**config.mk**
```make
export PLATFORM = sky130hd
export DESIGN_NAME = rv_mini_core
export DESIGN_NICKNAME = d
export VERILOG_FILES = /design/src/source/rv_pkg.sv /design/src/source/rv_fetch.sv /design/src/source/rv_decoder.sv /design/src/source/rv_regfile.sv /design/src/source/rv_execute.sv /design/src/source/rv_mini_core.sv
export SDC_FILE = /design/constraint.sdc
export NUM_CORES = 2
export LEC_CHECK = 0
export ABC_AREA = 0
export BUFFER_PORTS_ARGS = -buffer_cell sky130_fd_sc_hd__buf_2
export CAP_MARGIN = 10
export CORE_ASPECT_RATIO = 1.2
export CORE_MARGIN = 8
export CORE_UTILIZATION = 35
export DETAILED_ROUTE_END_ITERATION = 16
export GPL_TIMING_DRIVEN = 0
export MAX_ROUTING_LAYER = met4
export SYNTH_ARGS = -nofsm -noshare
export SYNTH_HDL_FRONTEND = slang
export SYNTH_SLANG_ARGS = --single-unit
export TNS_END_PERCENT = 20
```
**constraint.sdc**
```tcl
create_clock -name clk -period 6.6 [get_ports clk]
set_clock_uncertainty 0.1 [all_clocks]
set_input_delay 0.33 -clock clk [delete_from_list [all_inputs] [get_ports clk]]
set_output_delay 0.33 -clock clk [all_outputs]
set_load 0.02 [all_outputs]
```
**src/source/rv_pkg.sv**
```systemverilog
// rv_mini shared definitions
package rv_pkg;

  // data path and address width of the core.
  localparam int xlen = 32;

  // width of a register index, giving 32 architectural registers.
  localparam int reg_id_width = 5;

  // major opcodes of the four instructions the core knows.
  localparam logic [6:0] op_imm    = 7'b0010011;
  localparam logic [6:0] op_auipc  = 7'b0010111;
  localparam logic [6:0] op_jal    = 7'b1101111;
  localparam logic [6:0] op_system = 7'b1110011;

  // ebreak is told apart from ecall by this funct12 value.
  localparam logic [11:0] funct12_ebreak = 12'b000000000001;

  // the only AXI response that lets execution go on.
  localparam logic [1:0] resp_okay = 2'b00;

  // I view, used by addi and by the system opcode.
  typedef struct packed {
    logic [11:0]             imm12;
    logic [reg_id_width-1:0] rs1;
    logic [2:0]              funct3;
    logic [reg_id_width-1:0] rd;
    logic [6:0]              opcode;
  } i_fmt_t;

  // U view, used by auipc.
  typedef struct packed {
    logic [19:0]             imm20;
    logic [reg_id_width-1:0] rd;
    logic [6:0]              opcode;
  } u_fmt_t;

  // J view, with the jal offset spread over four fields.
  typedef struct packed {
    logic                    imm20;
    logic [9:0]              imm10_1;
    logic                    imm11;
    logic [7:0]              imm19_12;
    logic [reg_id_width-1:0] rd;
    logic [6:0]              opcode;
  } j_fmt_t;

  // one instruction word, read through whichever view fits the opcode.
  typedef union packed {
    i_fmt_t i_fmt;
    u_fmt_t u_fmt;
    j_fmt_t j_fmt;
  } inst_t;

  // decoded fields and control flags handed to the execute stage.
  typedef struct packed {
    logic [reg_id_width-1:0] rd;
    logic [reg_id_width-1:0] rs1;
    logic [reg_id_width-1:0] rs2;
    logic [xlen-1:0]         imm;
    logic                    need_imm;
    logic                    alu_add;
    logic                    is_auipc;
    logic                    is_jal;
    logic                    is_ebreak;
    logic                    inst_not_ipl;
  } decode_t;

  // AXI4-Lite read address payload.
  typedef struct packed {
    logic [xlen-1:0] araddr;
    logic [2:0]      arprot;
  } axi_ar_t;

  // AXI4-Lite read data payload.
  typedef struct packed {
    logic [xlen-1:0] rdata;
    logic [1:0]      rresp;
  } axi_r_t;

  // commit trace entry, one per retired instruction.
  typedef struct packed {
    logic                    valid;
    logic [xlen-1:0]         pc;
    logic [reg_id_width-1:0] rd;
    logic [xlen-1:0]         wdata;
    logic                    we;
  } retire_t;

  // why the core stopped, or running while it has not.
  typedef enum logic [1:0] {
    running   = 2'd0,
    ebreak    = 2'd1,
    illegal   = 2'd2,
    bus_error = 2'd3
  } halt_cause_t;

endpackage

```
**src/source/rv_fetch.sv**
```systemverilog
// instruction fetch over AXI4-Lite
`timescale 1ns/10ps

module rv_fetch #(
  parameter logic [rv_pkg::xlen-1:0] reset_vector
) (
  input  logic                  clk,
  input  logic                  reset,
  input  logic                  pc_load,
  input  logic [rv_pkg::xlen-1:0] next_pc,
  input  logic                  halt,
  input  logic                  arready,
  input  logic                  rvalid,
  input  rv_pkg::axi_r_t        r,
  output logic                  arvalid,
  output rv_pkg::axi_ar_t       ar,
  output logic                  rready,
  output logic                  inst_valid,
  output rv_pkg::inst_t         inst,
  output logic [rv_pkg::xlen-1:0] pc,
  output logic                  bus_error
);

  // arprot for an unprivileged, secure instruction access.
  localparam logic [2:0] prot_inst = 3'b100;

  // address phase, data phase, then wait for the execute stage.
  typedef enum logic [1:0] {
    st_addr,
    st_data,
    st_wait
  } state_t;

  state_t state;

  // the address comes straight from the pc, which only moves in st_wait,
  // so ar is stable for as long as arvalid is up.
  assign ar.araddr = pc;
  assign ar.arprot = prot_inst;

  always_ff @(posedge clk) begin
    if (reset) begin
      state      <= st_addr;
      pc         <= reset_vector;
      arvalid    <= 1'b0;
      rready     <= 1'b0;
      inst_valid <= 1'b0;
      bus_error  <= 1'b0;
    end else begin
      // both pulses last a single cycle.
      inst_valid <= 1'b0;
      bus_error  <= 1'b0;
      case (state)
        st_addr: begin
          if (arvalid && arready) begin
            // address accepted, so open the data phase with rready high.
            arvalid <= 1'b0;
            rready  <= 1'b1;
            state   <= st_data;
          end else if (!arvalid && !halt) begin
            // first fetch after reset.
            arvalid <= 1'b1;
          end
        end
        st_data: begin
          if (rvalid) begin
            rready <= 1'b0;
            state  <= st_wait;
            if (r.rresp == rv_pkg::resp_okay) begin
              inst_valid <= 1'b1;
            end else begin
              // a failed fetch parks the machine in st_wait for good,
              // since execute halts and never sends pc_load.
              bus_error <= 1'b1;
            end
          end
        end
        st_wait: begin
          // the next address goes out in the cycle after execute.
          if (pc_load && !halt) begin
            pc      <= next_pc;
            arvalid <= 1'b1;
            state   <= st_addr;
          end
        end
        default: state <= st_addr;
      endcase
    end
  end

  // the instruction word is captured on the R handshake.
  always_ff @(posedge clk) begin
    if (state == st_data && rvalid) begin
      inst <= r.rdata;
    end
  end

endmodule

```
**src/source/rv_decoder.sv**
```systemverilog
// RV32 instruction decoder
`timescale 1ns/10ps

module rv_decoder (
  input  rv_pkg::inst_t   inst,
  output rv_pkg::decode_t dec
);

  // opcode matches. the opcode sits in the same bits in every view.
  logic is_op_imm;
  logic is_op_auipc;
  logic is_op_jal;
  logic is_op_system;

  // minor field matches.
  logic funct3_000;
  logic funct12_is_ebreak;

  // recognized instructions.
  logic addi;
  logic auipc;
  logic jal;
  logic ebreak;

  // candidate immediates, one per format.
  logic [rv_pkg::xlen-1:0] i_imm;
  logic [rv_pkg::xlen-1:0] u_imm;
  logic [rv_pkg::xlen-1:0] j_imm;

  assign is_op_imm    = inst.i_fmt.opcode == rv_pkg::op_imm;
  assign is_op_auipc  = inst.i_fmt.opcode == rv_pkg::op_auipc;
  assign is_op_jal    = inst.i_fmt.opcode == rv_pkg::op_jal;
  assign is_op_system = inst.i_fmt.opcode == rv_pkg::op_system;

  assign funct3_000 = inst.i_fmt.funct3 == 3'b000;

  // funct12 occupies the imm12 slot of the I view.
  assign funct12_is_ebreak = inst.i_fmt.imm12 == rv_pkg::funct12_ebreak;

  // addi is the only op_imm variant with funct3 zero.
  assign addi   = is_op_imm & funct3_000;
  assign auipc  = is_op_auipc;
  assign jal    = is_op_jal;
  assign ebreak = is_op_system & funct3_000 & funct12_is_ebreak;

  // I immediate is the sign-extended top twelve bits.
  assign i_imm = {{(rv_pkg::xlen-12){inst.i_fmt.imm12[11]}}, inst.i_fmt.imm12};

  // U immediate fills the upper twenty bits and leaves the rest zero.
  assign u_imm = {inst.u_fmt.imm20, 12'b0};

  // J immediate is reassembled from its scattered pieces, with bit 0 always zero.
  assign j_imm = {{(rv_pkg::xlen-21){inst.j_fmt.imm20}},
                  inst.j_fmt.imm20,
                  inst.j_fmt.imm19_12,
                  inst.j_fmt.imm11,
                  inst.j_fmt.imm10_1,
                  1'b0};

  // register indices. rs2 would sit in the low five bits of imm12,
  // which is where the R format keeps it.
  assign dec.rd  = inst.i_fmt.rd;
  assign dec.rs1 = inst.i_fmt.rs1;
  assign dec.rs2 = inst.i_fmt.imm12[rv_pkg::reg_id_width-1:0];

  // the formats never overlap, so an and-or select is enough.
  // unknown encodings end up with a zero immediate.
  assign dec.imm = ({rv_pkg::xlen{addi}}  & i_imm) |
                   ({rv_pkg::xlen{auipc}} & u_imm) |
                   ({rv_pkg::xlen{jal}}   & j_imm);

  // addi and auipc both go through the adder as a plain add.
  assign dec.alu_add = addi | auipc;

  // none of the known instructions reads rs2, so all take the immediate.
  assign dec.need_imm = addi | auipc | jal;

  assign dec.is_auipc  = auipc;
  assign dec.is_jal    = jal;
  assign dec.is_ebreak = ebreak;

  // everything outside the four known instructions stops the core.
  assign dec.inst_not_ipl = ~(addi | auipc | jal | ebreak);

endmodule

```
**src/source/rv_regfile.sv**
```systemverilog
// integer register file
`timescale 1ns/10ps

module rv_regfile (
  input  logic                             clk,
  input  logic                             reset,
  input  logic [rv_pkg::reg_id_width-1:0]  rs1,
  input  logic [rv_pkg::reg_id_width-1:0]  rs2,
  input  logic                             we,
  input  logic [rv_pkg::reg_id_width-1:0]  rd,
  input  logic [rv_pkg::xlen-1:0]          wdata,
  output logic [rv_pkg::xlen-1:0]          rs1_data,
  output logic [rv_pkg::xlen-1:0]          rs2_data
);

  // all 32 entries exist, but entry 0 is never written.
  logic [rv_pkg::xlen-1:0] regs [32];

  always_ff @(posedge clk) begin
    if (reset) begin
      for (int i = 0; i < 32; i++) begin
        regs[i] <= '0;
      end
    end else if (we && rd != '0) begin
      // writes to x0 are dropped here.
      regs[rd] <= wdata;
    end
  end

  // reads are combinational. x0 reads as zero no matter what is stored.
  assign rs1_data = (rs1 == '0) ? '0 : regs[rs1];
  assign rs2_data = (rs2 == '0) ? '0 : regs[rs2];

endmodule

```
**src/source/rv_execute.sv**
```systemverilog
// execute and retire stage
`timescale 1ns/10ps

module rv_execute #(
  parameter logic [rv_pkg::xlen-1:0] reset_vector
) (
  input  logic                      clk,
  input  logic                      reset,
  input  logic                      inst_valid,
  input  rv_pkg::decode_t           dec,
  input  logic [rv_pkg::xlen-1:0]   pc,
  input  logic [rv_pkg::xlen-1:0]   rs1_data,
  input  logic                      bus_error,
  output logic                      we,
  output logic [rv_pkg::xlen-1:0]   wdata,
  output logic                      pc_load,
  output logic [rv_pkg::xlen-1:0]   next_pc,
  output logic                      halt,
  output rv_pkg::halt_cause_t       halt_cause,
  output rv_pkg::retire_t           retire
);

  logic [rv_pkg::xlen-1:0] op_a;
  logic [rv_pkg::xlen-1:0] op_b;
  logic [rv_pkg::xlen-1:0] sum;
  logic [rv_pkg::xlen-1:0] pc_plus4;
  logic                    stopping;

  // auipc and jal add to the pc, addi adds to rs1.
  assign op_a = (dec.is_auipc || dec.is_jal) ? pc : rs1_data;
  assign op_b = dec.need_imm ? dec.imm : '0;

  // the single adder shared by addi, auipc and the jal target.
  assign sum = op_a + op_b;

  // link value for jal and the fall-through pc for everything else.
  assign pc_plus4 = pc + 32'd4;

  // ebreak and unknown encodings end execution at this instruction.
  assign stopping = inst_valid & (dec.is_ebreak | dec.inst_not_ipl);

  // the write-back value. jal links, the adder covers the rest.
  assign wdata = dec.is_jal ? pc_plus4 : sum;

  // writes with rd zero are suppressed so the trace never shows one.
  assign we = inst_valid & (dec.alu_add | dec.is_jal) & (dec.rd != '0);

  // a stopping instruction withholds pc_load, which keeps fetch parked.
  assign pc_load = inst_valid & ~stopping;
  assign next_pc = dec.is_jal ? sum : pc_plus4;

  // the trace entry is registered in the execute cycle, together with
  // the register write and the pc update.
  always_ff @(posedge clk) begin
    if (reset) begin
      retire.valid <= 1'b0;
      retire.pc    <= reset_vector;
      retire.rd    <= '0;
      retire.wdata <= '0;
      retire.we    <= 1'b0;
    end else begin
      retire.valid <= inst_valid;
      if (inst_valid) begin
        retire.pc    <= pc;
        retire.rd    <= dec.rd;
        retire.wdata <= wdata;
        retire.we    <= we;
      end
    end
  end

  // halt is sticky, and the first cause to arrive is the one kept.
  always_ff @(posedge clk) begin
    if (reset) begin
      halt       <= 1'b0;
      halt_cause <= rv_pkg::running;
    end else if (!halt) begin
      if (bus_error) begin
        halt       <= 1'b1;
        halt_cause <= rv_pkg::bus_error;
      end else if (inst_valid && dec.is_ebreak) begin
        halt       <= 1'b1;
        halt_cause <= rv_pkg::ebreak;
      end else if (inst_valid && dec.inst_not_ipl) begin
        halt       <= 1'b1;
        halt_cause <= rv_pkg::illegal;
      end
    end
  end

endmodule

```
**src/source/rv_mini_core.sv**
```systemverilog
// rv_mini core top level
`timescale 1ns/10ps

module rv_mini_core #(
  parameter logic [rv_pkg::xlen-1:0] reset_vector = 32'h0000_0000
) (
  input  logic                clk,
  input  logic                reset,
  input  logic                arready,
  input  logic                rvalid,
  input  rv_pkg::axi_r_t      r,
  output logic                arvalid,
  output rv_pkg::axi_ar_t     ar,
  output logic                rready,
  output rv_pkg::retire_t     retire,
  output logic                halt,
  output rv_pkg::halt_cause_t halt_cause
);

  // fetch to decode and execute.
  logic                      inst_valid;
  rv_pkg::inst_t             inst;
  logic [rv_pkg::xlen-1:0]   pc;
  logic                      bus_error;

  // execute back to fetch.
  logic                      pc_load;
  logic [rv_pkg::xlen-1:0]   next_pc;

  // decode result and register file traffic.
  rv_pkg::decode_t           dec;
  logic [rv_pkg::xlen-1:0]   rs1_data;
  logic                      we;
  logic [rv_pkg::xlen-1:0]   wdata;

  rv_fetch #(
    .reset_vector (reset_vector)
  ) u_fetch (
    .clk        (clk),
    .reset      (reset),
    .pc_load    (pc_load),
    .next_pc    (next_pc),
    .halt       (halt),
    .arready    (arready),
    .rvalid     (rvalid),
    .r          (r),
    .arvalid    (arvalid),
    .ar         (ar),
    .rready     (rready),
    .inst_valid (inst_valid),
    .inst       (inst),
    .pc         (pc),
    .bus_error  (bus_error)
  );

  rv_decoder u_decoder (
    .inst (inst),
    .dec  (dec)
  );

  // rs2 is indexed but nothing in the current set consumes its data.
  rv_regfile u_regfile (
    .clk      (clk),
    .reset    (reset),
    .rs1      (dec.rs1),
    .rs2      (dec.rs2),
    .we       (we),
    .rd       (dec.rd),
    .wdata    (wdata),
    .rs1_data (rs1_data),
    .rs2_data ()
  );

  rv_execute #(
    .reset_vector (reset_vector)
  ) u_execute (
    .clk        (clk),
    .reset      (reset),
    .inst_valid (inst_valid),
    .dec        (dec),
    .pc         (pc),
    .rs1_data   (rs1_data),
    .bus_error  (bus_error),
    .we         (we),
    .wdata      (wdata),
    .pc_load    (pc_load),
    .next_pc    (next_pc),
    .halt       (halt),
    .halt_cause (halt_cause),
    .retire     (retire)
  );

endmodule

```
# Word level (Yosys, flattened, before mapping)
# Memory sizes are Yosys's and may differ from the RTL's. A register that Yosys moved wholly into a read port is not among the register bits.
# Index checks and enable logic that the tools add are counted.
[word_totals]
mem_count = 1
register_bits = 144
word_cells = 108
romBits = 0
ramBits = 1024
latch_bits = 0
inputBits = 38
output_inout_bits = 111
[op_classes]
bitwise_logic = 21
div_mod_pow = 0
n_reduce_logical = 25
shifts = 0
n_eq_ne = 11
order_cmp = 0
n_addsub = 2
mul = 0
mux = 34
[mem_list]
columns = ["name", "words", "word_bits", "read_ports", "rd_ports_with_merged_regs", "wr", "line_no", "text"]
rows = [
  ["u_regfile.regs", 32, 32, 1, 1, 32, "rv_regfile.sv:17", "logic [rv_pkg::xlen-1:0] regs [32];"],
]
[op_table]
columns = ["op", "n"]
rows = [
  ["$mux 32", 6],
  ["$and 32x32->32", 3],
  ["$or 32x32->32", 2],
  ["$add 32x3->32 const B", 1],
  ["$add 32x32->32", 1],
  ["$reduce_or 32->1", 1],
  ["$mux 1", 17],
  ["$eq 7x5->1 const B", 2],
  ["$eq 7x7->1 const B", 2],
  ["$eq 12x1->1 const B", 1],
  ["$mux 2", 6],
  ["$mux 5", 2],
  ["$reduce_and 3->1", 3],
  ["$and 1x1->1", 7],
  ["$logic_and 1x1->1", 7],
  ["$pmux 2 s3", 1],
  ["$logic_not 5->1", 1],
  ["$not 1->1", 5],
  ["$reduce_bool 5->1", 1],
  ["$logic_not 2->1", 2],
  ["$ne 2x1->1 const B", 2],
  ["$or 1x1->1", 4],
  ["$pmux 1 s2", 2],
  ["$reduce_and 2->1", 2],
  ["other kinds (10)", 12],
]

# Depth between registers and ports, before layout
[logic_depth]
depth_word = 13
depth_mapped = 19
ltp_nobuf = 14

# Modules after synthesis
# A second synthesis with hierarchy kept.
[hier_totals]
hier_cells = 4655
hier_area_um2 = 63968.9
[modules_own_cells]
columns = ["module", "area_per_inst_um2", "instances", "cells_each", "seq_area_each_um2"]
rows = [
  ["rv_regfile", 54255.8, 1, 3502, 30749.5],
  ["rv_execute", 6449.9, 1, 820, 1481.4],
  ["rv_fetch", 2603.7, 1, 237, 1721.7],
  ["rv_decoder", 659.4, 1, 96, 0.0],
]

# Least setup slack after synthesis
# No wires, ideal clock.
[synth_timing]
kind = "reg-to-reg"
startpoint = "reg with a tool-made name"
endpoint = "mem u_regfile.regs[10][10] (netlist bit) (data pin)"
period_less_slack_ns = 5.635
setup_time_ns = 0.266
arrival_ns = 5.269
path_slack_ns = 0.965
path_stages_with_launch = 20
required_ns = 6.234
n_path_buf = 5
path_cell_list = "dfxtp_1 > buf_2 > buf_6 > clkbuf_1 > buf_1 > mux4_2 > mux4_2 > mux2i_1 > o21ai_1 > ha_1 > fa_1 > a21o_1 > a31o_2 > a2111oi_0 > nor2_1 > a31oi_1 > xnor2_1 > a21oi_1 > clkbuf_1 > nor2_1"
[synth_rtl]
columns = ["item", "line_no"]
rows = [
  ["to (decl)", "rv_regfile.sv:17"],
]

==> results.yml <==
finish:
  final_nets: 4311
  multi_input_area_sq_um: 17600
  fillers: 13700
  area.sequential_sq_um: 34100
  final_common_cell: "nor2_1"
  mostFrequentLayoutCells: "nor2_1, edfxtp_1, mux4_2"
  syn2layout_area_growth_pct: 17.2
  finalInstanceArea_sq_um: 61500
  drive_gt1_share_pct: 20.9
  fin_cells: 6294
timing:
  slew_violations: 0
  setup_viol: 0
  maxSlewHeadroom_pct: 6.40
  fin_ws_ns: 0.00608
  hold_violations: 0
  tightest_slew_ns: 1.40
  maxClockFrequency_mhz: 152
  whs_ns: 0.0678
  finalCritPeriodShare_pct: 99.9
  min_period_ns: 6.59
  rsz0062_at_grt: "yes"
drt:
  post_drt_wl_per_cell_um: 28.1
  vias_per_cell: 5.47
  vias: 34400
  drt-total-wl_mm: 177
  drt-initial-drc-count: 3710
  route.antenna.remaining_nets: 0
  drt_first_pass_iters: 6
  drcViolationCount: 0
die:
  design.portCount: 149
  die_h_um: 440
  fp-row-count: 155
  core_area_sq_um: 149000
  die_area_sq_um: 163000
  dieWidth_um: 370
  initial_core_util_pct: 35.3
pwr:
  sw_frac_of_total_pct: 25.3
  p_int_mw: 12.5
  power_frac_seq_pct: 49.9
  cellPowerDensity_nw_per_um2: 273
  ir_worst_vdd_mv: 0.217
  p_leak_nw: 21.5
  clkPwrFrac_pct: 38.9
  switchingPower_mw: 4.25
  p_comb_share_pct: 11.2
worst_hold_path:
  hold_path_class: "primary input to register"
  hold_path_depth: 2
worst_setup_path:
  crit_chain: "buf_2 -> clkbuf_1 -> mux4_2 -> mux4_2 -> mux2i_1 -> o21ai_1 -> ha_1 -> a21oi_1 -> o21ai_1 -> a221o_1 -> a211oi_2 -> a21oi_1 -> or3_1 -> a31oi_2 -> buf_4 -> clkbuf_2 -> nor2_1"
  critical_path_class: "register to register"
  cp_slowest_cell: "clkbuf_1"
  reg2reg_depth: 17
  crit_required_ns: 6.96
  endpoint_kind: "register"
  crit_family: "buffers and inverters"
  crit_path_max_fanout: 10
  startpoint_type: "register"
  cpPeakStageDelay_ns: 0.66
  path_buf_inv: 4
  cp.arrival_ns: 6.95
  critical_path_depth: 17
cts:
  clk_latency_ns: 0.76
  cts_htree_levels: 3
  cts-root-buf: "clkbuf_16"
  clock_sinks: 1173
  cts_buffer_depth: 3
  cts_tree: "built"
  cts_made_buffers: 113
  path_clk_slew_ns: 0.06
yosys:
  synth_compound_area_share_pct: 3.76
  synth_seq_cells: 1173
  synth_simple_gate_area_share_pct: 11.6
  netlist_instances: 3857
  synth-adder-area-share_pct: 0.801
  ys_warn_count: 0
  syn_area_per_cell_sq_um: 13.6
  synthMuxAreaShare_pct: 15.2
  synth_edf_count: 1056
  netlist_area_sq_um: 52500
  synth_top_family_by_area: "multiplexers"
  ys.flop_type: "edfxtp_1"
  seq_area_frac_synth_pct: 64.9
  synth-xor-area-share_pct: 0.834
  synth_cell_types: 73
  async_reset_ff_share_pct: 0
placed_design:
  port_buffers: 145
  hpwlAfterDp_mm: 129
  placedCellCount: 6037
  place_ws_ns: -2.40
  globalplace.congestion: 0.969
  post_dp_cell_area_sq_um: 56600
global_routing:
  grt_pass1_wl_mm: 249
  grt_max_degree: 38
  grt_usage_pct: 21.9
  grt_overflow: 0
  antenna_found_initial: 6
  grt_pass1_vias: 34600
run_status:
  status: "completed"
run:
  drv_cap: 0
-- path summary, 6_finish.rpt --
| check | start | slack, ns | to |
|---|---|---|---|
| min | reset | 0.07 | u_regfile.regs[0][28] |
| min reg2reg | u_execute.retire[10] | 0.38 | u_execute.retire[10] |
| max | register | 0.006 | u_regfile.regs[11][25] |
| max reg2reg | register | 0.006 | u_regfile.regs[11][25] |
-- worst reg2reg max path, delay by kind of cell (launching register included) --
kind	cells	cell delay, ns
AOI/OAI and AO/OA	7	1.65
adders and majority gates	1	0.42
buffers and inverters	4	1.72
muxes	3	1.35
DFF	1	0.64
and+or+nand+nor	2	0.43
-- through the flow --
stage	power (mW)	setup TNS (ns)	utilization (%)
floorplan	9.43	0	-
global placement	10.2	-1992.90	37.5
detailed placement	10.3	-1636.06	38.1
CTS	16.8	-2.63	41.2
global route	17.2	-1.74	41.3
finish	16.8	0	41.4
-- cell families (layout without fill, tap and decap cells) --
family / after synthesis / in the layout
muxes: 397 / 397
AOI/OAI and AO/OA: 316 / 316
and+or+nand+nor: 1499 / 1499
buffers and inverters: 387 / 828
xor gates and xnor gates: 50 / 50
adders and majority gates: 33 / 33
DFF: 1173 / 1173
other: 2 / 36
-- synth_stat cells (27+ instances only) --
library cell,number,area share [%]
a21o_1,38,0.54
a21oi_1,92,0.88
buf_1,27,0.19
clkbuf_1,318,2.3
dfxtp_1,117,4.5
edfxtp_1,1056,60
ha_1,32,0.76
mux2i_1,75,1.4
mux4_2,320,14
nand2_1,192,1.4
nand3_1,29,0.28
nor2_1,1119,8.0
nor3_1,29,0.28
o21ai_1,67,0.64
xnor2_1,32,0.53
-- area by class of cell --
class	instances	share of cell area, %
diodes	1	0.00407
plain buffers	363	2.73
clock buffers	153	5.08
clock inverters	53	0.903
inverters	21	0.128
multi-input cells	2330	28.6
flip-flops and latches	1173	55.4
well taps	1962	3.99
repair buffers	238	3.22
-- power by group through the flow --
stage	clock network [mW]	logic, mW	registers [mW]
2_1_floorplan	0	0.924	8.51
3_3_place_gp	0	1.67	8.54
3_5_place_dp	0	1.75	8.53
4_1_cts	6.61	1.85	8.38
5_1_grt	6.86	1.94	8.39
6_report	6.54	1.88	8.38
-- flip-flops by register name (all words and copies together), names as in the netlist, 2 cells and up, named ones only --
| signal | count |
|---|---|
| u_execute.retire | 71 |
| u_fetch.inst | 32 |
| u_fetch.pc | 32 |
| u_execute.halt_cause | 2 |
| u_fetch.state | 2 |
| u_regfile.regs | 1024 |
-- repair_timing --
action | CTS | global route
setup endpoints to repair | 1048 | 665
hold buffers | 37 | 0
hold endpoints to repair | 42 | 0
pin swaps | 7 | 5
resized for setup | 216 | 64
setup buffers | 11 | 5
-- layer usage --
metal,vias up,track usage [%],share of wire (%)
met5,-,-,0
met4,0,15.6,8.6
met3,447,3.01,6.8
met2,1618,36.1,49
met1,17400,24.6,35
li1,14900,-,-
Power figures use the tool's default switching activity.
